`config.mk`:
```
export PLATFORM = sky130hd
export DESIGN_NAME = stream_fifo
export DESIGN_NICKNAME = d
export VERILOG_FILES = /design/src/verilog/stream_fifo.sv
export SDC_FILE = /design/constraint.sdc
export NUM_CORES = 1
export LEC_CHECK = 0
export BUFFER_PORTS_ARGS = -buffer_cell sky130_fd_sc_hd__buf_2
export CORE_MARGIN = 2
export CORE_UTILIZATION = 57
export DETAILED_ROUTE_END_ITERATION = 16
export GPL_ROUTABILITY_DRIVEN = 0
export PLACE_DENSITY = 0.76
export REMOVE_ABC_BUFFERS = 1
export SETUP_SLACK_MARGIN = 0.05
export SLEW_MARGIN = 20
export SYNTH_ARGS = -nofsm -noshare
export SYNTH_HDL_FRONTEND = slang
export SYNTH_SLANG_ARGS = --single-unit
```
`constraint.sdc`:
```
create_clock -name i_ce_clk -period 4.4 [get_ports i_ce_clk]
set_clock_uncertainty 0.15 [all_clocks]
set_input_delay 0.66 -clock i_ce_clk [delete_from_list [all_inputs] [get_ports i_ce_clk]]
set_output_delay 0.66 -clock i_ce_clk [all_outputs]
set_load 0.05 [all_outputs]
```
`src/verilog/stream_fifo.sv`:
```
module stream_fifo #(
  parameter type payload_t       = logic [31:0],
  parameter int  FIFO_DEPTH_LOG2 = 2
) (
  input  logic     i_ce_clk,
  input  logic     i_arst_n,
  // Upstream side
  input  payload_t i_data,
  input  logic     i_valid,
  output logic     o_ready,
  // Downstream side
  output payload_t o_data,
  output logic     o_valid,
  input  logic     i_ready
);

  localparam int DEPTH = 1 << FIFO_DEPTH_LOG2;

  payload_t                   mem [DEPTH];
  logic [FIFO_DEPTH_LOG2-1:0] wr_ptr;
  logic [FIFO_DEPTH_LOG2-1:0] rd_ptr;
  logic [FIFO_DEPTH_LOG2:0]   count;
  logic                       push;
  logic                       pop;

  assign o_ready = (count != (FIFO_DEPTH_LOG2 + 1)'(DEPTH));
  assign o_valid = (count != '0);
  assign o_data  = mem[rd_ptr];

  assign push = i_valid && o_ready;
  assign pop  = o_valid && i_ready;

  // Payload storage
  always_ff @(posedge i_ce_clk) begin
    if (push) begin
      mem[wr_ptr] <= i_data;
    end
  end

  //////////////////////////////////////////////////
  // Pointers and occupancy
  //////////////////////////////////////////////////

  always_ff @(posedge i_ce_clk or negedge i_arst_n) begin
    if (!i_arst_n) begin
      wr_ptr <= '0;
      rd_ptr <= '0;
      count  <= '0;
    end else begin
      if (push) begin
        wr_ptr <= wr_ptr + 1'b1;
      end
      if (pop) begin
        rd_ptr <= rd_ptr + 1'b1;
      end
      // Simultaneous push and pop leaves count alone
      if (push && !pop) begin
        count <= count + 1'b1;
      end else if (pop && !push) begin
        count <= count - 1'b1;
      end
    end
  end

endmodule

```
Yosys cells after proc, flatten, opt, wreduce, memory -nomap -nowiden
Memory sizes are Yosys's and may differ from the RTL's. Index checks and enable logic that the tools add are counted.

$add $sub $neg: 4. Reduce and logical (&&, ||, !) cells: 8. Eq/ne operators: 1. Mux-type cells: 4.

Operators with widths (count): $mux W3 (2); $add A2 B1 Y2 const B (2); $logic_and A1 B1 Y1 (4); $add A3 B1 Y3 const B (1); $ne A3 B3 Y1 const B (1); $reduce_bool A3 Y1 (1); $sub A3 B1 Y3 const B (1); $logic_not A1 Y1 (2); $mux W1 (2); $reduce_bool A2 Y1 (1).

Memory bits (writable): 128. Input bits: 36. Register bits: 7. Memories kept: 1.

Memory list: mem (depth 4, bits a word 32, rd ports 1, clocked after memory_dff 0, wr ports 1, RTL line 19) `payload_t mem [DEPTH];`.

Logic depth before layout (Yosys ltp)
Gate-level depths: netlist of the first run.

Depth in word-level cells: 6. Depth in mapped cells: 8.

Least setup slack after synthesis of the first run
OpenSTA, ideal clock, no wires.

Path type: flip-flop to flip-flop. From: register count[1]. To: register count[2]. Setup slack: 1969 ps. Cell stages (with the launch flop): 9. Setup time: 79 ps. Data required time: 4171 ps. Arrival: 2202 ps. Buffers on the path: 0. Cells stage by stage: dfrtp_1 -> or3_1 -> nand2_1 -> ha_1 -> inv_1 -> fa_1 -> xor2_1 -> nor2_1 -> xor2_1.

Word-level cells in the longest chain between the ends: 5. Elaborated cells between the ends (all ways): 13.

RTL lines: start: declaration (RTL line 22) `logic [FIFO_DEPTH_LOG2:0] count;`; start signal: assignment (RTL line 58) `count <= count + 1'b1;`; start signal: assignment (RTL line 60) `count <= count - 1'b1;`; $reduce_bool A3 Y1 (*) (RTL line 27) `assign o_valid = (count != '0);`; via o_valid (RTL line 13) `output logic o_valid,`; $logic_and A1 B1 Y1 (*) (RTL line 31) `assign pop = o_valid && i_ready;`; $logic_not A1 Y1 (RTL line 57) `if (push && !pop) begin`; $logic_and A1 B1 Y1 (RTL line 57); $mux W3 / $reduce_bool A2 Y1 (equally long branches).

Mark *: on every way through the listed nets, which the timed path passes. The rest lies on a longest branch. The select of a mux whose other input is x is not followed. A chain may end at the register's enable or synchronous reset.

==> impl_metrics.env, run 1 <==
export IMPL_io_buffers=69
export IMPL_cts_tree="yes"
export IMPL_worstReg2RegEnd="count[2]"
export IMPL_clk_pin_slew_ns=0.06
export IMPL_routedWlPerCell_um=19.46
export IMPL_finalMaxSlewViolations=0
export IMPL_p_int_uw=3110
export IMPL_synth_area_mux_share_pct=14.94
export IMPL_vias=2254
export IMPL_ios=70
export IMPL_syn_cell_area_um2=5076
export IMPL_top_usage_layer="met2"
export IMPL_rsz0062_at_grt="no"
export IMPL_cts_max_level=4
export IMPL_synth_compound_area_share_pct=0.2218
export IMPL_drive_above_1_share_pct=46.15
export IMPL_start_util_pct=58.49
export IMPL_finalHoldViolCount=0
export IMPL_yosys_top_cells_count="128 x edfxtp_1, 28 x mux4_2, 7 x dfrtp_1"
export IMPL_crit_buf_inv=1
export IMPL_fin_area_um2=6088
export IMPL_synth_adder_area_share_pct=1.627
export IMPL_drv_cap=0
export IMPL_swShare_pct=36.84
export IMPL_synth_seq_area_share_pct=79.17
export IMPL_antenna_cells=0
export IMPL_p_leak_uw=0.002153
export IMPL_syn2layout_area_growth_pct=19.94
export IMPL_post_route_period_util_pct=65.93
export IMPL_core_um2=8678
export IMPL_wl_mm=7.920
export IMPL_vdd_drop_max_mv=0.7692
export IMPL_grt_pass1_vias=2441
export IMPL_path_max_fanout=33
export IMPL_dr_pass1_iters=4
export IMPL_clock_root_buffer="clkbuf_8"
export IMPL_synth_ff_type="edfxtp_1"
export IMPL_crit_path_top_delay_cell="dfrtp_2"
export IMPL_met3_usage_pct=6.299
export IMPL_synth_top_area_share_pct=75.72
export IMPL_overflow=0
export IMPL_clkSinkCount=135
export IMPL_min_from="i_data[20]"
export IMPL_ant_nets=0
export IMPL_die_x_um=98.37
export IMPL_whs_ns=0.2108
export IMPL_synth_largest_area_cell="edfxtp_1"
export IMPL_numCtsBuffers=17
export IMPL_min_period_ns=2.901
export IMPL_seq_area_um2=4021
export IMPL_setup_violations=0
export IMPL_clk_latency_ns=0.51
export IMPL_clkPwrFrac_pct=27.8
export IMPL_hold_end="mem[1][20]"
export IMPL_critical_path_max_stage_delay_ns=0.91
export IMPL_use_met1_pct=24.04
export IMPL_yosys_area_share_simple_pct=1.011
export IMPL_reg2reg_from="count[0]"
export IMPL_grt_util_all_layers_pct=18.18
export IMPL_slew_headroom_pct=40.93
export IMPL_path_delay_family="flip-flops"
export IMPL_timing_fmax_mhz=344.7
export IMPL_ff2ff_path_depth=8
export IMPL_synth_top_family_by_area="multiplexers"
export IMPL_cp_cell_sequence="mux4_2 -> buf_2"
export IMPL_pwr_share_seq_pct=37.6
export IMPL_row_count=34
export IMPL_via_per_inst=5.538
export IMPL_ys_async_sr_fraction_pct=5.185
export IMPL_grt_pass1_wl_mm=12.75
export IMPL_synthXorXnorAreaFrac_pct=1.035
export IMPL_grt_max_degree=34
export IMPL_yosysMostFrequentCell="edfxtp_1"
export IMPL_post_route_util_pct=70.16
export IMPL_synthCells=203
export IMPL_hpwl_mm=4.542
export IMPL_drc=0
export IMPL_grt_use_met2_pct=28.47
export IMPL_fin_nets=328
export IMPL_synth_warnings=0
export IMPL_yosys_register_bits=135
export IMPL_synth_edf_count=128
export IMPL_place_area_um2=5489
export IMPL_max_clock_path_buffers=2
export IMPL_end_kind="primary output"
export IMPL_multi_input_area_um2=960.9
export IMPL_pre_cts_ws_ns=1.978
export IMPL_p_switching_uw=1814
export IMPL_cp_start_kind="register"
export IMPL_synth_cell_types=20
export IMPL_hp_class="primary input to register"
export IMPL_fill_cells=533
export IMPL_post_cts_buffers=0
export IMPL_avgSynthCellArea_um2=25.01
export IMPL_combinationalPowerShare_pct=34.5
export IMPL_drt_iter0_markers=148
export IMPL_worstSetupPathType="register to primary output"
export IMPL_r2r_setup_slack_ns=2.14
export IMPL_antenna_found_initial=0
export IMPL_power_density_nw_per_um2=808.7
export IMPL_finalSetupTns_ns=0
export IMPL_synthTopCellsByArea="edfxtp_1 76%, mux4_2 12%, dfrtp_1 3.5%, mux4_1 2.1%, ha_1 1.2%"
export IMPL_status="complete, no violations"
export IMPL_critPathArrivalTime_ns=2.09
export IMPL_required_ns=3.59
export IMPL_die_y_um=98.37
export IMPL_die_area_um2=9677
export IMPL_hold_depth=1
export IMPL_fin_ws_ns=1.499
export IMPL_worstMarginPinSlew_ns=0.8860
-- layout make-up --
cell class | count | area share, %
sequential | 135 | 66.05
tap | 108 | 2.219
multi-input combinational | 57 | 15.78
inverter | 3 | 0.1850
timing repair buffer | 72 | 6.083
clock buffer | 17 | 6.802
clock inverter | 15 | 2.877
-- sequential cells by signal, indices dropped and copies added (netlist names) --
signal and cells:
mem 128, count 3, rd_ptr 2, wr_ptr 2
-- metrics by stage --
stage / power, uW / instances
after detailed placement: 3608 / 374
after global routing: 5134 / 407
after floorplan: 3199 / 195
final: 4924 / 407
after CTS: 4985 / 407
after global placement: 3586 / 374
-- layer usage --
layer,share of wire [%],up-vias
met3,5.5,11
met5,0,-
met2,50,65
met4,1.3,0
li1,-,1027
met1,43,1151
-- how the worst max path moves through the flow --
stage	from	to	slack (ns)	cells past startpoint
after global routing	rd_ptr[0]	o_data[27]	1.42	3
after detailed placement	i_valid	mem[2][3]	1.98	3
after global placement	rd_ptr[1]	o_data[5]	2.00	2
after floorplan	rd_ptr[0]	o_data[18]	1.26	1
final	rd_ptr[1]	o_data[8]	1.50	2
after CTS	rd_ptr[1]	o_data[10]	1.45	2
-- cell usage in the layout, fill, tap and decap left out --
cell type / instances
bufinv_16: 3
clkinv_2: 2
clkbuf_8: 1
dfrtp_2: 2
clkinv_4: 3
nor2_1: 2
edfxtp_1: 128
xnor2_1: 4
ha_1: 5
dfrtp_1: 5
inv_1: 3
dlygate4sd3_1: 1
nand3_1: 1
buf_4: 2
buf_2: 69
fa_1: 1
inv_6: 3
clkinv_1: 2
or3_1: 1
xor2_1: 2
and2_2: 4
a21boi_2: 1
clkbuf_16: 16
mux2_2: 2
nand2_1: 2
clkinvlp_4: 2
mux4_1: 4
mux4_2: 28
-- what timing repair did --
item | 4_1_cts | 5_1_grt
hold endpoints to repair | 7 | 0
gates resized for setup | 0 | 0
hold buffers | 1 | 0
endpoints found under the setup margin | 0 | 0
-- logic make-up after synthesis --
kind of cell,Yosys count
AOI/OAI and AO/OA,1
xor gates and xnor gates,6
adders and majority gates,6
buffers and inverters,11
DFF,135
muxes,34
and+or+nand+nor,10
-- power groups by stage --
stage,combinational (uW),sequential [uW],clock [uW]
4_1_cts,1730,1860,1400
2_1_floorplan,1310,1890,0
6_report,1700,1850,1370
3_5_place_dp,1730,1880,0
5_1_grt,1800,1880,1460
3_3_place_gp,1720,1870,0
No activity file was read; power rests on OpenSTA's default activity.
==> inputs of run 2 (changes only) <==
- CORE_UTILIZATION: 57 -> 51
- PLACE_DENSITY: 0.76 -> 0.72
- clock period: 4.4 -> 2.6 ns (I/O delays scaled with it)
==> run 2 against run 1 <==
Via count up 9.3%. Final cell count increased by 16%. Design area is 7.5% higher. Utilization shrank 2.9 points. Largest cell class unchanged. Worst setup slack worse by 1.4 ns. Register-to-register slack lost 1.8 ns. Highest routed layer unchanged. Global-route usage shrank 0.88 points. Hold slack worse by 0.19 ns. Sequential share of layout area decreased by 4.6 points. Critical path depth rose by 1. Wire length grew 8.4%.
==> impl_metrics.env, run 2 (same netlist as run 1, synthesis figures left out) <==
export IMPL_vdd_drop_max_mv=0.7603
export IMPL_start_util_pct=52.17
export IMPL_final_cell_mix="128 x edfxtp_1, 66 x buf_2, 33 x dlygate4sd3_1, 29 x mux4_2, 16 x clkbuf_16"
export IMPL_cts_tree="yes"
export IMPL_min_period_ns=2.489
export IMPL_finalMaxSlewViolations=0
export IMPL_layout_commonest_cell="edfxtp_1"
export IMPL_largestRegisters="mem x128, count x3"
export IMPL_cp_start_kind="register"
export IMPL_whs_ns=0.02258
export IMPL_clk_latency_ns=0.51
export IMPL_min_from="i_ready"
export IMPL_overflow=0
export IMPL_cts_max_level=4
export IMPL_wl_mm=8.589
export IMPL_drc=0
export IMPL_crit_path_top_delay_cell="mux4_2"
export IMPL_cp_cell_sequence="buf_12 -> mux4_2 -> buf_2"
export IMPL_die_y_um=103.8
export IMPL_max_clock_path_buffers=2
export IMPL_hold_depth=3
export IMPL_r2r_setup_slack_ns=0.36
export IMPL_critical_path_max_stage_delay_ns=0.54
export IMPL_grt_util_all_layers_pct=17.30
export IMPL_via_per_inst=5.220
export IMPL_die_area_um2=10770
export IMPL_reg2reg_from="count[1]"
export IMPL_hold_end="rd_ptr[0]"
export IMPL_slew_headroom_pct=73.35
export IMPL_clk_pin_slew_ns=0.06
export IMPL_setup_violations=0
export IMPL_finalSetupTns_ns=0
export IMPL_clkSinkCount=135
export IMPL_grt_max_degree=27
export IMPL_worstSetupPathType="register to primary output"
export IMPL_hp_class="primary input to register"
export IMPL_post_route_period_util_pct=95.73
export IMPL_finalHoldViolCount=0
export IMPL_rsz0062_at_grt="yes"
export IMPL_routedWlPerCell_um=18.20
export IMPL_ff2ff_path_depth=8
export IMPL_row_count=36
export IMPL_core_um2=9729
export IMPL_antenna_cells=0
export IMPL_antenna_found_initial=0
export IMPL_timing_fmax_mhz=401.8
export IMPL_drv_cap=0
export IMPL_grt_pass1_vias=2641
export IMPL_vias=2464
export IMPL_top_register="mem"
export IMPL_fin_area_um2=6546
export IMPL_largest_reg_flops=128
export IMPL_fill_cells=664
export IMPL_required_ns=2.06
export IMPL_end_kind="primary output"
export IMPL_status="complete, no violations"
export IMPL_drive_above_1_share_pct=43.07
export IMPL_path_max_fanout=18
export IMPL_worstMarginPinSlew_ns=0.3998
export IMPL_fin_nets=369
export IMPL_place_area_um2=5648
export IMPL_power_density_nw_per_um2=1294
export IMPL_critPathArrivalTime_ns=1.95
export IMPL_hpwl_mm=5.195
export IMPL_io_buffers=69
export IMPL_syn2layout_area_growth_pct=28.96
export IMPL_ios=70
export IMPL_ant_nets=0
export IMPL_drt_iter0_markers=119
export IMPL_numCtsBuffers=17
export IMPL_worstReg2RegEnd="count[2]"
export IMPL_p_leak_uw=0.002333
export IMPL_grt_pass1_wl_mm=13.83
export IMPL_dr_pass1_iters=4
export IMPL_clock_root_buffer="clkbuf_8"
export IMPL_die_x_um=103.8
-- run 2: changes by cell type in the layout (fill, tap and decap cells not counted), moves of 2 or more --
cell,previous run,this run
dlygate4sd3_1,1,33
buf_12,0,6
buf_4,2,8
buf_2,69,66
inv_6,3,1
-- run 2: critical path, delay by kind of cell, from the launching register on --
kind | cells | cell delay [ns]
muxes | 1 | 0.54
DFF | 1 | 0.45
buffers and inverters | 2 | 0.44
-- run 2: timing repair --
item | 4_1_cts | 5_1_grt
hold endpoints to repair | 135 | 0
hold buffers | 33 | 0
gates resized for setup | 0 | 7
setup endpoints to repair | 21 | 11
buffers inserted | 2 | 0
-- run 2: routing by layer --
metal	vias to the layer above	GRT usage [%]	part of all wire, %
met3	11	5.790	4.2
met4	0	6.660	1.3
met2	66	28.48	50
met5	-	0	0
li1	1103	-	-
met1	1284	21.50	44
-- run 2: per-stage QoR --
step / worst slack (ns) / std cells / util [%] / total power [uW]
final: 0.1109 / 472 / 67.28 / 8469
after global routing: 0.02750 / 472 / 67.28 / 8813
after CTS: 0.05004 / 472 / 67.25 / 8542
after detailed placement: 0.3832 / 406 / 58.05 / 6275
after global placement: 0.4211 / 406 / 58.05 / 6214
after floorplan: -0.2713 / 195 / - / 5414
-- run 2: worst max-delay path by stage --
stage | from | endpoint | slack (ns) | cells past startpoint
after global placement | count[1] | count[2] | 0.42 | 8
after detailed placement | count[1] | count[2] | 0.38 | 8
after global routing | rd_ptr[0] | o_data[14] | 0.03 | 3
after floorplan | rd_ptr[0] | o_data[18] | -0.27 | 1
after CTS | rd_ptr[0] | o_data[29] | 0.05 | 3
final | rd_ptr[0] | o_data[14] | 0.11 | 3
-- run 2: final cells by class --
| class | instances | area [um^2] | area share [%] |
|---|---|---|---|
| Clock buffer | 17 | 414.1 | 6.326 |
| Clock inverter | 14 | 135.1 | 2.064 |
| Inverter | 3 | 11.26 | 0.1720 |
| Multi-Input combinational cell | 57 | 957.2 | 14.62 |
| Sequential cell | 135 | 4021 | 61.43 |
| Tap cell | 133 | 166.4 | 2.542 |
| Timing Repair Buffer | 113 | 840.8 | 12.84 |
-- run 2: power breakdown --
| group | total (uW) | switching (uW) | internal, uW |
|---|---|---|---|
| combinational | 3210 | 2100 | 1110 |
| clock | 2200 | 851 | 1350 |
| sequential | 3060 | 172 | 2890 |
| total | 8470 | 3130 | 5340 |
