## src/verilog/window_pkg.sv

```systemverilog
package window_pkg;

  //////////////////////////////////////////////////
  // Stream beats
  //////////////////////////////////////////////////

  // One complex sample with I in the upper half
  typedef struct packed {
    logic [15:0] data_i;
    logic [15:0] data_q;
    logic        last;
  } sample_beat_t;

  // Window coefficient, signed Q1.15
  typedef struct packed {
    logic signed [15:0] coeff;
    logic               last;
  } coeff_beat_t;

  //////////////////////////////////////////////////
  // Settings bus addresses
  //////////////////////////////////////////////////

  localparam logic [7:0] SR_WINDOW_SIZE = 8'd32;
  // Each write pushes one coefficient
  localparam logic [7:0] SR_COEFF       = 8'd33;
  // Pushes the coefficient that closes the table
  localparam logic [7:0] SR_COEFF_LAST  = 8'd34;
  localparam logic [7:0] SR_READBACK    = 8'd255;

  //////////////////////////////////////////////////
  // Readback
  //////////////////////////////////////////////////

  // Returned for any unused readback select
  localparam logic [63:0] RB_ERROR_WORD = 64'h0BAD_C0DE_0BAD_C0DE;

endpackage

```

## src/verilog/setting_reg.sv

```systemverilog
module setting_reg #(
  parameter int               ADDR        = 0,
  parameter int               WIDTH       = 32,
  parameter logic [WIDTH-1:0] RESET_VALUE = '0
) (
  input  logic             i_ce_clk,
  input  logic             i_arst_n,
  input  logic             i_set_stb,
  input  logic [7:0]       i_set_addr,
  input  logic [31:0]      i_set_data,
  output logic [WIDTH-1:0] o_value,
  output logic             o_changed
);

  logic hit;

  // Strobe aimed at this register
  assign hit = i_set_stb && (i_set_addr == 8'(ADDR));

  always_ff @(posedge i_ce_clk or negedge i_arst_n) begin
    if (!i_arst_n) begin
      o_value   <= RESET_VALUE;
      o_changed <= 1'b0;
    end else begin
      o_changed <= hit;
      if (hit) begin
        // Upper bits of the bus are dropped
        o_value <= i_set_data[WIDTH-1:0];
      end
    end
  end

endmodule

```

## src/verilog/window_settings.sv

```systemverilog
module window_settings #(
  parameter int MAX_LOG2_WINDOW = 11
) (
  input  logic                     i_ce_clk,
  input  logic                     i_arst_n,
  // Settings bus
  input  logic                     i_set_stb,
  input  logic [7:0]               i_set_addr,
  input  logic [31:0]              i_set_data,
  // Decoded outputs
  output logic [MAX_LOG2_WINDOW:0] o_window_size,
  output window_pkg::coeff_beat_t  o_coeff,
  output logic                     o_coeff_valid,
  output logic [63:0]              o_rb_data
);

  localparam int MAX_WINDOW = 1 << MAX_LOG2_WINDOW;
  localparam int RB_SEL_WIDTH = 3;

  logic [31:0]             size_raw;
  logic [RB_SEL_WIDTH-1:0] rb_sel;
  logic                    coeff_hit;

  //////////////////////////////////////////////////
  // Registers
  //////////////////////////////////////////////////

  // Full word kept so large writes clamp instead of wrapping
  setting_reg #(
    .ADDR(window_pkg::SR_WINDOW_SIZE), .WIDTH(32), .RESET_VALUE(32'(MAX_WINDOW)))
  u_sr_window_size (
    .i_ce_clk(i_ce_clk), .i_arst_n(i_arst_n),
    .i_set_stb(i_set_stb), .i_set_addr(i_set_addr), .i_set_data(i_set_data),
    .o_value(size_raw), .o_changed());

  setting_reg #(
    .ADDR(window_pkg::SR_READBACK), .WIDTH(RB_SEL_WIDTH), .RESET_VALUE('0))
  u_sr_readback (
    .i_ce_clk(i_ce_clk), .i_arst_n(i_arst_n),
    .i_set_stb(i_set_stb), .i_set_addr(i_set_addr), .i_set_data(i_set_data),
    .o_value(rb_sel), .o_changed());

  // Zero or oversize means maximum window
  assign o_window_size = ((size_raw == '0) || (size_raw > 32'(MAX_WINDOW))) ?
                         (MAX_LOG2_WINDOW + 1)'(MAX_WINDOW) :
                         size_raw[MAX_LOG2_WINDOW:0];

  //////////////////////////////////////////////////
  // Coefficient beats
  //////////////////////////////////////////////////

  assign coeff_hit = i_set_stb &&
                     ((i_set_addr == window_pkg::SR_COEFF) ||
                      (i_set_addr == window_pkg::SR_COEFF_LAST));

  always_ff @(posedge i_ce_clk or negedge i_arst_n) begin
    if (!i_arst_n) begin
      o_coeff_valid <= 1'b0;
    end else begin
      o_coeff_valid <= coeff_hit;
    end
  end

  always_ff @(posedge i_ce_clk) begin
    if (coeff_hit) begin
      o_coeff.coeff <= i_set_data[15:0];
      o_coeff.last  <= (i_set_addr == window_pkg::SR_COEFF_LAST);
    end
  end

  // Readback mux
  always_comb begin
    case (rb_sel)
      3'd0:    o_rb_data = 64'(MAX_WINDOW);
      3'd1:    o_rb_data = 64'(o_window_size);
      default: o_rb_data = window_pkg::RB_ERROR_WORD;
    endcase
  end

endmodule

```

## config.mk

```make
export PLATFORM = sky130hd
export DESIGN_NAME = window_settings
export DESIGN_NICKNAME = d
export VERILOG_FILES = /design/src/verilog/window_pkg.sv /design/src/verilog/setting_reg.sv /design/src/verilog/window_settings.sv
export SDC_FILE = /design/constraint.sdc
export NUM_CORES = 1
export LEC_CHECK = 0
export ABC_CLOCK_PERIOD_IN_PS = 6450
export BUFFER_PORTS_ARGS = -buffer_cell sky130_fd_sc_hd__buf_2
export CAP_MARGIN = 20
export CORE_MARGIN = 2
export CORE_UTILIZATION = 49
export CTS_CLUSTER_DIAMETER = 120
export DETAILED_ROUTE_END_ITERATION = 12
export PLACE_DENSITY = 0.94
export SLEW_MARGIN = 40
export SYNTH_ARGS = -nofsm -noshare
export SYNTH_HDL_FRONTEND = slang
export SYNTH_SLANG_ARGS = --single-unit
```

## constraint.sdc

```tcl
create_clock -name i_ce_clk -period 6.45 [get_ports i_ce_clk]
set_input_delay 1.935 -clock i_ce_clk [delete_from_list [all_inputs] [get_ports i_ce_clk]]
set_output_delay 1.935 -clock i_ce_clk [all_outputs]
set_load 0.01 [all_outputs]
```

Yosys cells after proc, flatten, opt, wreduce, memory -nomap -nowiden
Cells that the tools add are included.
{"block": "word_totals", "inputBits": 43, "elab_cells": 20, "ff_bits": 53}
{"block": "classes", "n_reduce_logical": 7, "n_eq_ne": 5, "n_lt_le_gt_ge": 1, "mux": 2}
{"op": "one-hot mux 60 bit (2 select lines)", "count": 1}
{"op": "greater-than comparator 32 x 12 -> 1 bit, second input constant", "count": 1}
{"op": "zero test 32 bit", "count": 1}
{"op": "equality test 8 x 6 -> 1 bit, second input constant", "count": 3}
{"op": "2-to-1 mux 12 bit", "count": 1}
{"op": "equality test 8 bit, second input constant", "count": 1}
{"op": "equality test 3 x 1 -> 1 bit, second input constant", "count": 1}
{"op": "logical AND 1 bit", "count": 3}
{"op": "zero test 3 bit", "count": 1}
{"op": "logical OR 1 bit", "count": 2}

Logic depth before layout (Yosys ltp)
Gate-level depths: netlist of run 1.
{"block": "depth", "depth_word": 4, "depth_mapped": 6}

Modules after synthesis
From an unflattened synthesis of run 1, not the netlist that was laid out.
{"block": "hier_totals", "hier_cells": 216, "area_unflattened_um2": 2884.0}
{"module": "setting_reg at u_sr_window_size", "seq_area_each_um2": 827.0, "cells_each": 72, "area_each_um2": 1386.3, "instances": 1}
{"module": "window_settings", "seq_area_each_um2": 535.5, "cells_each": 133, "area_each_um2": 1338.8, "instances": 1}
{"module": "setting_reg at u_sr_readback", "seq_area_each_um2": 100.1, "cells_each": 11, "area_each_um2": 158.9, "instances": 1}

Worst setup path after synthesis of run 1
No wires, ideal clock.
{"block": "synth_timing", "path_kind": "input-to-reg", "from": "input port i_set_addr[4]", "to": "register o_coeff[0] in the netlist's numbering, enable pin", "cell_stages": 3, "setup_time_ns": 0.392, "arrival_time_ns": 3.159, "n_path_buf": 0, "setup_slack_ns": 2.900, "path_cell_list": "nor4b_1 nand2_1 nor2_1"}
{"block": "synth_between", "elab_chain_len": 3, "word_cells_on_any_way": 4, "classes_between": "eq/ne (2); reduce/logical (2)"}
{"element": "from (decl)", "line": "window_settings.sv:8", "rtl": "input logic [7:0] i_set_addr,"}
{"element": "equality test 8 x 6 -> 1 bit, on equally long branches", "line": "window_settings.sv:53, window_settings.sv:54"}
{"element": "logical OR 1 bit *", "line": "window_settings.sv:53", "rtl": "((i_set_addr == window_pkg::SR_COEFF) ||"}
{"element": "logical AND 1 bit *", "line": "window_settings.sv:52", "rtl": "assign coeff_hit = i_set_stb &&"}
{"element": "via coeff_hit", "line": "window_settings.sv:22", "rtl": "logic coeff_hit;"}
{"element": "to (decl)", "line": "window_settings.sv:12", "rtl": "output window_pkg::coeff_beat_t o_coeff,"}
The timed path passes the listed nets; every way through them passes the cells marked *.
A chain may end at the register's enable or synchronous reset.

Worst setup path in the final report of run 1
{"block": "layout_timing", "from": "register u_sr_window_size.o_value[19]", "to": "output port o_rb_data[4]"}
{"block": "layout_between", "elab_chain_len": 4, "word_cells_on_any_way": 5, "classes_between": "order compare (1); mux (2); reduce/logical (2)"}
{"element": "from (decl)", "line": "setting_reg.sv:11", "rtl": "output logic [WIDTH-1:0] o_value,"}
{"element": "from (signal assigned)", "line": "setting_reg.sv:28", "rtl": "o_value <= i_set_data[WIDTH-1:0];"}
{"element": "greater-than comparator 32 x 12 -> 1 bit or zero test 32 bit (tied branches)", "line": "window_settings.sv:44", "rtl": "assign o_window_size = ((size_raw == '0) || (size_raw > 32'(MAX_WINDOW))) ?"}
{"element": "logical OR 1 bit *", "line": "window_settings.sv:44"}
{"element": "2-to-1 mux 12 bit *", "line": "window_settings.sv:44"}
{"element": "one-hot mux 60 bit (2 select lines) *", "line": "window_settings.sv:73", "rtl": "case (rb_sel)"}
{"element": "to (decl)", "line": "window_settings.sv:14", "rtl": "output logic [63:0] o_rb_data"}
Every way passes the cells marked *; elsewhere a longest branch is shown, timed or not.

==> results of run 1 <==
## flip-flops by register name, indices dropped and copies added, names as in the netlist
signal,cells
o_coeff,17
o_coeff_valid,1
u_sr_readback.o_value,3
u_sr_window_size.o_value,32
## Yosys cell counts, drive strengths merged, types with 2 or more instances
| cell | instances |
|---|---|
| nor4b | 2 |
| clkbuf | 2 |
| a41o | 5 |
| nor3 | 7 |
| nor3b | 2 |
| nand3 | 7 |
| xor2 | 2 |
| dfrtp | 35 |
| mux2 | 35 |
| nand2 | 6 |
| nor2 | 4 |
| and3 | 11 |
| or4 | 2 |
| edfxtp | 17 |
| nor4 | 5 |
| buf | 57 |
## worst max-delay path: cells and delay by family (launching register included)
family,cells,cell delay (ps)
simple gates,3,1120
flops,1,380
compound gates,1,240
buf+inv,1,130
## per-stage QoR
step,cells,setup WS [ps],area (um2),utilization (%),total power [mW]
final,363,2342,3048,59.30,0.6831
after global routing,363,2106,3048,59.30,0.7208
after CTS,363,2100,3038,59.10,0.6878
after detailed placement,355,2409,2944,57.28,0.5001
after global placement,355,2473,2939,57.18,0.4954
after floorplan,233,2900,2729,-,0.4805
## layout make-up
class | count | area share (%)
Sequential cell | 53 | 46.35
Multi-Input combinational cell | 120 | 29.19
Timing Repair Buffer | 111 | 18.39
Tap cell | 70 | 2.874
Clock buffer | 5 | 2.258
Clock inverter | 3 | 0.8210
Inverter | 1 | 0.1232
## worst paths after layout
| kind | from | to | slack, ps | cells after the start |
|---|---|---|---|---|
| min | u_sr_window_size.o_value[19] | u_sr_window_size.o_value[19] | 510 | 1 |
| max | u_sr_window_size.o_value[19] | o_rb_data[4] | 2340 | 5 |
| max in group asynchronous | i_arst_n | u_sr_window_size.o_value[11] | 4540 | 1 |
| max reg2reg | u_sr_readback.o_value[0] | u_sr_readback.o_value[0] | 5490 | 1 |
| min reg2reg | u_sr_window_size.o_value[19] | u_sr_window_size.o_value[19] | 510 | 1 |
| min in group asynchronous | i_arst_n | u_sr_window_size.o_value[26] | 1570 | 1 |
## power groups by stage
stage	registers [mW]	logic, mW	clock network (mW)
final	0.367	0.128	0.189
after CTS	0.367	0.128	0.194
after floorplan	0.370	0.111	0
after global placement	0.373	0.123	0
after global routing	0.368	0.142	0.210
after detailed placement	0.374	0.127	0
## per-layer routing
metal	vias to the layer above	GRT usage, %	part of all wire [%]	wire (um)
met5	-	0	0	0
met4	0	3.750	0.44	22
met1	836	20.68	40	2009
met2	87	28.96	51	2546
met3	4	5.698	8.5	423
li1	837	-	-	-
## cell families (layout without fill, tap and decap cells)
logic type	Yosys count	after routing	synth area share [%]
flip-flops	53	53	53.61
buffers and inverters	60	120	16.76
AO/OA/AOI/OAI	7	7	2.517
XOR/XNOR	3	3	0.9973
multiplexers	35	35	14.96
AND/OR/NAND/NOR	49	49	11.02
other	1	26	0.1423
==> results by group, run 1 <==
Status
  • Status: finished, final reports clean

Die
  • Vert. Die Dim: 77.33 um
  • IO Pins: 137
  • Core box area: 0.005140 mm2
  • Die ar.: 0.005980 mm2
  • Die W: 77.33 um
  • Site Rows: 26
  • Initial Utilization: 51.27%

Yosys
  • Synthesized cell area: 0.002635 mm2
  • Synth area leader: dfrtp_1
  • Ys async rst share: 67.92%
  • Yosys reg bits: 53
  • Number of synthesized flops with an enable pin: 17
  • Largest cells by area after synthesis: dfrtp_1 (33%), edfxtp_1 (19%), buf_4 (15%)
  • Synthesized netlist cell count: 208
  • Post-synth top flop: dfrtp_1
  • Seq/Total Area, Yosys: 53.61%
  • Avg Inst Size Synth: 12.67 um2
  • Top cell type's share of synthesized area: 33.24%
  • Unique masters post-synth: 30
  • Yosys warning total: 0

Clock network
  • Cts repair resizes: 0
  • CTS root buf: clkbuf_8
  • Clock Path Buffers: 2
  • CTS buffer count: 5
  • Clock Sinks: 53
  • Worst-path clk slew: 90 ps
  • Number of post-CTS setup repair buffers: 0
  • CTS tree: built
  • H-tree depth: 2
  • Clock Latency Late Sink: 290 ps
  • Hold_buf cts: 0

STA
  • Clk_skew: 0 ps
  • Setup TNS: 0 ps
  • Final min period: 4108 ps
  • Final hold slack: 512.7 ps
  • RSZ-0062 raised after global routing: no
  • F_max: 0.2434 GHz
  • Max-slew headroom: 54.59%
  • Final Cycle Share: 63.69%
  • Slew @ Worst Pin: 680.4 ps
  • Final setup violating endpoints: 0
  • Slew Viols, Final: 0
  • Final count of hold timing violations: 0

Place
  • Final HPWL DP: 3910 um
  • Port Buffers: 110
  • Final GP Congestion: 0.7859

Power and ir drop
  • LEAKAGE: 1.664 nW
  • P per Cell Area: 224.1 mW/mm2
  • Peak supply drop: 0.1358 mV
  • Comb pwr share: 18.7%
  • Part of the power in registers: 53.7%
  • Clock share of power: 27.6%
  • Switching Fraction: 29.22%
  • Sw power: 0.1996 mW
  • Internal power: 0.4835 mW

Detailed routing
  • Final ANT Viol Nets: 0
  • Routed via count: 1,764
  • Wire length per cell: 13.78 um
  • Residual DRC count: 0
  • Via density: 4.860
  • 1st-pass router iterations: 4
  • Routed WL: 5001 um
  • 1st-iter DRT viols: 118

Setup path
  • Critical path capture point type: output pin
  • Data arrival, critical path: 2170 ps
  • Slowest stage delay, CP: 520 ps
  • CP Max Fanout: 16
  • Crit start category: register
  • Req. time, crit path: 4510 ps
  • Critical path type: register to output pin
  • Crit path max-delay cell type: or4_1
  • Worst-path cell chain: or4_1 > nor2_1 > and2_1 > a41o_1 > buf_2

Layout
  • Layout cells sized above 1: 53.24%
  • Most frequent cells in the layout: buf_2 (109), dfrtp_1 (35), mux2_2 (33), conb_1 (26), edfxtp_1 (17)
  • Synth-to-Final Area Change: 15.67%
  • Nets: 335
  • Multi-input logic area: 889.6 um2
  • Most common cell after layout, fill and taps aside: buf_2
  • Diodes inserted: 0
  • Final-layout fill cell count: 438
  • Reg area: 0.001413 mm2

Global route
  • Global route overflow: 0
  • Vias in the first global route: 1,707
  • Pin count of the biggest net entering global routing: 37
  • First-pass GRT wire length: 7983 um
  • Initial antenna violation count: 0
  • Overall Global Routing Usage: 16.88%

Min path
  • Worst min path class: register to register

Run
  • Max-cap check violation count: 0
(Power assumes the default switching activity.)
==> run 2, diff against run 1 <==
--- a/config.mk
+++ b/config.mk
@@ -5,14 +5,15 @@
 export SDC_FILE = /design/constraint.sdc
 export NUM_CORES = 1
 export LEC_CHECK = 0
-export ABC_CLOCK_PERIOD_IN_PS = 6450
+export ABC_AREA = 1
+export ABC_CLOCK_PERIOD_IN_PS = 3500
 export BUFFER_PORTS_ARGS = -buffer_cell sky130_fd_sc_hd__buf_2
 export CAP_MARGIN = 20
 export CORE_MARGIN = 2
-export CORE_UTILIZATION = 49
+export CORE_UTILIZATION = 42
 export CTS_CLUSTER_DIAMETER = 120
 export DETAILED_ROUTE_END_ITERATION = 12
-export PLACE_DENSITY = 0.94
+export PLACE_DENSITY = 0.85
 export SLEW_MARGIN = 40
 export SYNTH_ARGS = -nofsm -noshare
 export SYNTH_HDL_FRONTEND = slang
==> constraint.sdc (replaced) <==
create_clock -name i_ce_clk -period 3.5 [get_ports i_ce_clk]
set_input_delay 1.05 -clock i_ce_clk [delete_from_list [all_inputs] [get_ports i_ce_clk]]
set_output_delay 1.05 -clock i_ce_clk [all_outputs]
set_load 0.01 [all_outputs]
==> run 2 against run 1 <==
- clock power grew 85%
- final cell count grew 34%
- routed wire length grew 25%
- total power grew 87%
- flip-flop and latch count is the same
- clock skew is the same
- worst hold slack lost 39 ps
- setup slack lost 1800 ps
- critical path type unchanged
- sequential power grew 83%
==> results by group, run 2 <==
Global route
  • Overall Global Routing Usage: 16.58%
  • Vias in the first global route: 2,087
  • First-pass GRT wire length: 9680 um
  • Global route overflow: 0
  • Initial antenna violation count: 0
  • Pin count of the biggest net entering global routing: 37

Clock network
  • CTS tree: built
  • Hold_buf cts: 0
  • CTS buffer count: 5
  • Number of post-CTS setup repair buffers: 0
  • Clock Path Buffers: 2
  • Clock Sinks: 53
  • Cts repair resizes: 0
  • H-tree depth: 2
  • CTS root buf: clkbuf_8
  • Clock Latency Late Sink: 290 ps
  • Worst-path clk slew: 90 ps

Yosys
  • Number of synthesized flops with an enable pin: 17
  • Ys async rst share: 67.92%
  • Synth top cells by count: nand2_1 (93), buf_4 (51), dfrtp_1 (35), nand3_1 (35), inv_1 (19)
  • Synth area leader: dfrtp_1
  • Count leader, synth: nand2_1
  • Synthesized netlist cell count: 325
  • Largest cells by area after synthesis: dfrtp_1 (31%), edfxtp_1 (18%), buf_4 (14%)
  • Unique masters post-synth: 27
  • Yosys warning total: 0
  • Synthesized cell area: 0.002796 mm2
  • Top cell type's share of synthesized area: 31.32%
  • Yosys reg bits: 53
  • Avg Inst Size Synth: 8.604 um2
  • Post-synth top flop: dfrtp_1
  • Seq/Total Area, Yosys: 50.51%

Layout
  • Layout cells sized above 1: 35.70%
  • Diodes inserted: 0
  • Most common cell after layout, fill and taps aside: buf_2
  • Synth-to-Final Area Change: 15.66%
  • Max reg flops: 32
  • Final-layout fill cell count: 626
  • Top reg by flops: u_sr_window_size.o_value
  • Most frequent cells in the layout: buf_2 (109), nand2_1 (92), nand3_1 (35), dfrtp_1 (35), conb_1 (26)
  • Final non-filler cell area: 0.003234 mm2
  • Final Util: 50.65%
  • Layout Cells excl Fill: 486
  • Largest regs: u_sr_window_size.o_value x32, o_coeff x17, u_sr_readback.o_value x3
  • Nets: 451

STA
  • Slew @ Worst Pin: 602.4 ps
  • Final count of hold timing violations: 0
  • Final min period: 2974 ps
  • F_max: 0.3363 GHz
  • Setup TNS: 0 ps
  • Final Cycle Share: 84.96%
  • RSZ-0062 raised after global routing: no
  • Slew Viols, Final: 0
  • Final hold slack: 473.6 ps
  • Final setup violating endpoints: 0
  • Clk_skew: 0 ps
  • Setup ws final: 526.4 ps
  • Max-slew headroom: 59.70%

Detailed routing
  • Residual DRC count: 0
  • Via density: 4.704
  • Routed WL: 6227 um
  • Routed via count: 2,286
  • 1st-pass router iterations: 4
  • 1st-iter DRT viols: 134
  • Wire length per cell: 12.81 um
  • Final ANT Viol Nets: 0

Place
  • Port Buffers: 110
  • Final HPWL DP: 4667 um
  • Area after DPL: 0.003142 mm2
  • Setup WS pre-CTS: 870.0 ps
  • Inst Count DP: 478
  • Final GP Congestion: 0.8345

Setup path
  • Critical path capture point type: output pin
  • Reg2Reg Launch Point: u_sr_readback.o_value[0]
  • Crit start category: register
  • CP startpoint: u_sr_window_size.o_value[1]
  • Req. time, crit path: 2450 ps
  • CP Max Fanout: 16
  • Data arrival, critical path: 1920 ps
  • Critical path type: register to output pin

Die
  • Vert. Die Dim: 85.60 um
  • Die W: 85.60 um
  • Core box area: 0.006386 mm2
  • Site Rows: 29
  • Initial Utilization: 43.79%
  • IO Pins: 137
  • Die ar.: 0.007327 mm2

Power and ir drop
  • P per Cell Area: 395.1 mW/mm2
  • LEAKAGE: 1.846 nW
  • Peak supply drop: 0.2424 mV
  • Tot Pwr: 1.278 mW

Status
  • Status: finished, final reports clean

Run
  • Max-cap check violation count: 0

Min path
  • Worst min path class: register to register
  • HP Start: u_sr_window_size.o_value[16]
[run 2: changes by cell type after synthesis, moves of 11 or more]
cell,before,now
nor2_2,0,12
and3_1,11,0
nand2_1,6,93
mux2_2,33,0
inv_1,1,19
nor2_1,4,17
nand3_1,7,35
[run 2: final cells by class]
cell class	count	area, um2	share of cell area [%]
clock buffer	8	90.09	2.785
inverter	25	93.84	2.901
multi-input combinational	209	958.4	29.63
sequential	53	1413	43.67
tap	77	96.34	2.979
timing repair buffer	114	583.1	18.03
[run 2: final timing paths]
path | endpoint | slack (ps) | cells past startpoint
setup / recovery | o_rb_data[0] | 530 | 8
hold / removal | u_sr_window_size.o_value[16] | 470 | 2
setup reg to reg | u_sr_readback.o_value[0] | 2740 | 2
hold reg to reg | u_sr_window_size.o_value[16] | 470 | 2
max in group asynchronous | u_sr_window_size.o_value[11] | 2450 | 1
min in group asynchronous | u_sr_window_size.o_value[21] | 700 | 1
[run 2: logic make-up after synthesis]
group,synth area share [%]
other,0.1341
DFF,50.51
and+or+nand+nor,29.62
AOI/OAI and AO/OA,0.5368
buffers and inverters,19.19
[run 2: metal layers]
layer	up-vias	global-route usage (%)	wire length (um)
li1	1113	-	-
met1	1053	21.03	2591
met2	108	28.48	3068
met3	12	3.176	460
met4	0	5.628	106
met5	-	0	0
[run 2: power by group]
group	leakage, nW	switching [mW]	internal [mW]	total (mW)
Sequential	0.644	0.0126	0.659	0.672
Clock	0.0455	0.187	0.162	0.349
Combinational	1.16	0.174	0.0832	0.257
Total	1.85	0.373	0.904	1.28
[run 2: critical path: stages, from the launching register on]
cell and delay [ps]:
dfrtp_1 430, inv_2 80, nand2_1 50, nor2_1 180, nand3_1 110, nand2_1 230
nand2_4 200, nor3_1 190, buf_2 160
==> run 3, diff against run 2 <==
--- a/config.mk
+++ b/config.mk
@@ -6,14 +6,14 @@
 export NUM_CORES = 1
 export LEC_CHECK = 0
 export ABC_AREA = 1
-export ABC_CLOCK_PERIOD_IN_PS = 3500
+export ABC_CLOCK_PERIOD_IN_PS = 3100
 export BUFFER_PORTS_ARGS = -buffer_cell sky130_fd_sc_hd__buf_2
 export CAP_MARGIN = 20
 export CORE_MARGIN = 2
-export CORE_UTILIZATION = 42
+export CORE_UTILIZATION = 46
 export CTS_CLUSTER_DIAMETER = 120
 export DETAILED_ROUTE_END_ITERATION = 12
-export PLACE_DENSITY = 0.85
+export PLACE_DENSITY = 0.88
 export SLEW_MARGIN = 40
 export SYNTH_ARGS = -nofsm -noshare
 export SYNTH_HDL_FRONTEND = slang
==> constraint.sdc (replaced) <==
create_clock -name i_ce_clk -period 3.1 [get_ports i_ce_clk]
set_input_delay 0.93 -clock i_ce_clk [delete_from_list [all_inputs] [get_ports i_ce_clk]]
set_output_delay 0.93 -clock i_ce_clk [all_outputs]
set_load 0.01 [all_outputs]
==> run 3 against run 2 <==
- register-to-register slack worse by 400 ps
- clock skew stayed put
- first-iteration DRC count is 26% lower
- sequential power is 13% higher
- critical path type unchanged
- largest power group unchanged
==> results by group, run 3 (same netlist as run 2, synthesis figures left out) <==
Setup path
  • CP Max Fanout: 16
  • Worst-path cell chain: inv_1 > nand2_1 > nor2_1 > nand3_1 > nand2_1 > nand2_4 > nor3_1 > buf_2
  • CP bufs+invs: 2
  • Req. time, crit path: 2170 ps
  • Critical path type: register to output pin
  • Crit path depth: 8
  • Reg2Reg Launch Point: u_sr_readback.o_value[0]
  • Crit start category: register
  • Data arrival, critical path: 1940 ps
  • CP startpoint: u_sr_window_size.o_value[3]
  • CP top delay family: simple AND/OR/NAND/NOR gates
  • Crit path max-delay cell type: dfrtp_1
  • Cell mode on critical path: nand2_1
  • Slowest stage delay, CP: 420 ps
  • R2R depth: 2
  • Critical path capture point type: output pin

Power and ir drop
  • LEAKAGE: 1.860 nW
  • Part of the power in registers: 50.3%
  • P per Cell Area: 462.1 mW/mm2
  • Clock share of power: 30.3%
  • Switching Fraction: 28.53%
  • Internal power: 1.078 mW
  • Peak supply drop: 0.2855 mV
  • Comb pwr share: 19.3%
  • Sw power: 0.4304 mW
  • Tot Pwr: 1.508 mW

Run
  • Max-cap check violation count: 0

Die
  • Site Rows: 28
  • Die ar.: 0.006719 mm2
  • Core box area: 0.005886 mm2
  • Vert. Die Dim: 81.97 um
  • Initial Utilization: 47.51%
  • Die W: 81.97 um
  • IO Pins: 137

STA
  • Setup TNS: 0 ps
  • Max-slew headroom: 58.97%
  • Clk_skew: 0 ps
  • Final Cycle Share: 92.73%
  • Slew @ Worst Pin: 610.9 ps
  • Final setup violating endpoints: 0
  • Final count of hold timing violations: 0
  • Final min period: 2875 ps
  • F_max: 0.3479 GHz
  • Slew Viols, Final: 0
  • RSZ-0062 raised after global routing: no
  • Setup ws final: 225.4 ps
  • Final hold slack: 480.6 ps

Layout
  • Largest regs: u_sr_window_size.o_value x32, o_coeff x17, u_sr_readback.o_value x3
  • Diodes inserted: 0
  • Final Util: 55.46%
  • Layout Cells excl Fill: 486
  • Final-layout fill cell count: 560
  • Max reg flops: 32
  • Nets: 453
  • Top reg by flops: u_sr_window_size.o_value
  • Final non-filler cell area: 0.003264 mm2
  • Most common cell after layout, fill and taps aside: buf_2
  • Synth-to-Final Area Change: 16.73%
  • Layout cells sized above 1: 36.01%
  • Most frequent cells in the layout: buf_2 (109), nand2_1 (93), nand3_1 (35), dfrtp_1 (35), conb_1 (26)

Place
  • Final HPWL DP: 4959 um
  • Port Buffers: 110
  • Final GP Congestion: 0.8842
  • Area after DPL: 0.003152 mm2
  • Setup WS pre-CTS: 577.2 ps
  • Inst Count DP: 478

Global route
  • Overall Global Routing Usage: 19.36%
  • Pin count of the biggest net entering global routing: 37
  • First-pass GRT wire length: 9708 um
  • Initial antenna violation count: 0
  • Vias in the first global route: 2,066
  • Global route overflow: 0

Min path
  • HP Start: u_sr_window_size.o_value[22]
  • Hold path cells: 2
  • Worst min path class: register to register

Clock network
  • Worst-path clk slew: 100 ps
  • Clock Path Buffers: 2
  • H-tree depth: 2
  • CTS tree: built
  • Number of post-CTS setup repair buffers: 0
  • CTS buffer count: 5
  • Hold_buf cts: 0
  • Clock Latency Late Sink: 310 ps
  • CTS root buf: clkbuf_8
  • Clock Sinks: 53
  • Cts repair resizes: 0

Detailed routing
  • 1st-iter DRT viols: 99
  • Routed WL: 6341 um
  • Residual DRC count: 0
  • 1st-pass router iterations: 4
  • Wire length per cell: 13.05 um
  • Via density: 4.823
  • Routed via count: 2,344
  • Final ANT Viol Nets: 0

Status
  • Status: finished, final reports clean
## run 3: cell count changes in the layout (fill, tap and decap cells not counted), sizes merged
| cell | change |
|---|---|
| clkinv | +1 |
| bufinv | +1 |
| clkinvlp | +1 |
| buf | +2 |
| clkbuf | -3 |
## run 3: final timing paths
kind                                                 to  slack (ps)
max                                        o_rb_data[8]         230
min                        u_sr_window_size.o_value[22]         480
max reg2reg                    u_sr_readback.o_value[0]        2340
min reg2reg                u_sr_window_size.o_value[22]         480
max in group asynchronous  u_sr_window_size.o_value[11]        2180
min in group asynchronous   u_sr_window_size.o_value[3]         560
## run 3: layer usage
metal / GRT usage [%] / part of all wire (%) / vias to the layer above
met5: 0 / 0 / -
met4: 6.000 / 1.3 / 0
met3: 3.736 / 9.1 / 6
met2: 35.53 / 53 / 125
met1: 22.69 / 37 / 1094
li1: - / - / 1119
## run 3: cell type report
class	count	area, um2	share of cell area (%)
inverter	25	93.84	2.875
tap	75	93.84	2.875
clock inverter	3	41.29	1.265
clock buffer	5	68.82	2.108
multi-input combinational	209	955.9	29.28
sequential	53	1413	43.27
timing repair buffer	116	598.1	18.32
## run 3: power by group through the flow
stage          Clock, mW  Combinational [mW]  Sequential, mW
3_5_place_dp           0               0.294           0.773
6_report           0.458               0.291           0.759
4_1_cts            0.469               0.295           0.759
5_1_grt            0.503               0.332           0.762
3_3_place_gp           0               0.287           0.772
2_1_floorplan          0               0.250           0.769
## run 3: worst min-delay path: cells and delay by family (launching register included)
kind	cells	cell delay, ps
DFF	1	350
and+or+nand+nor	2	100
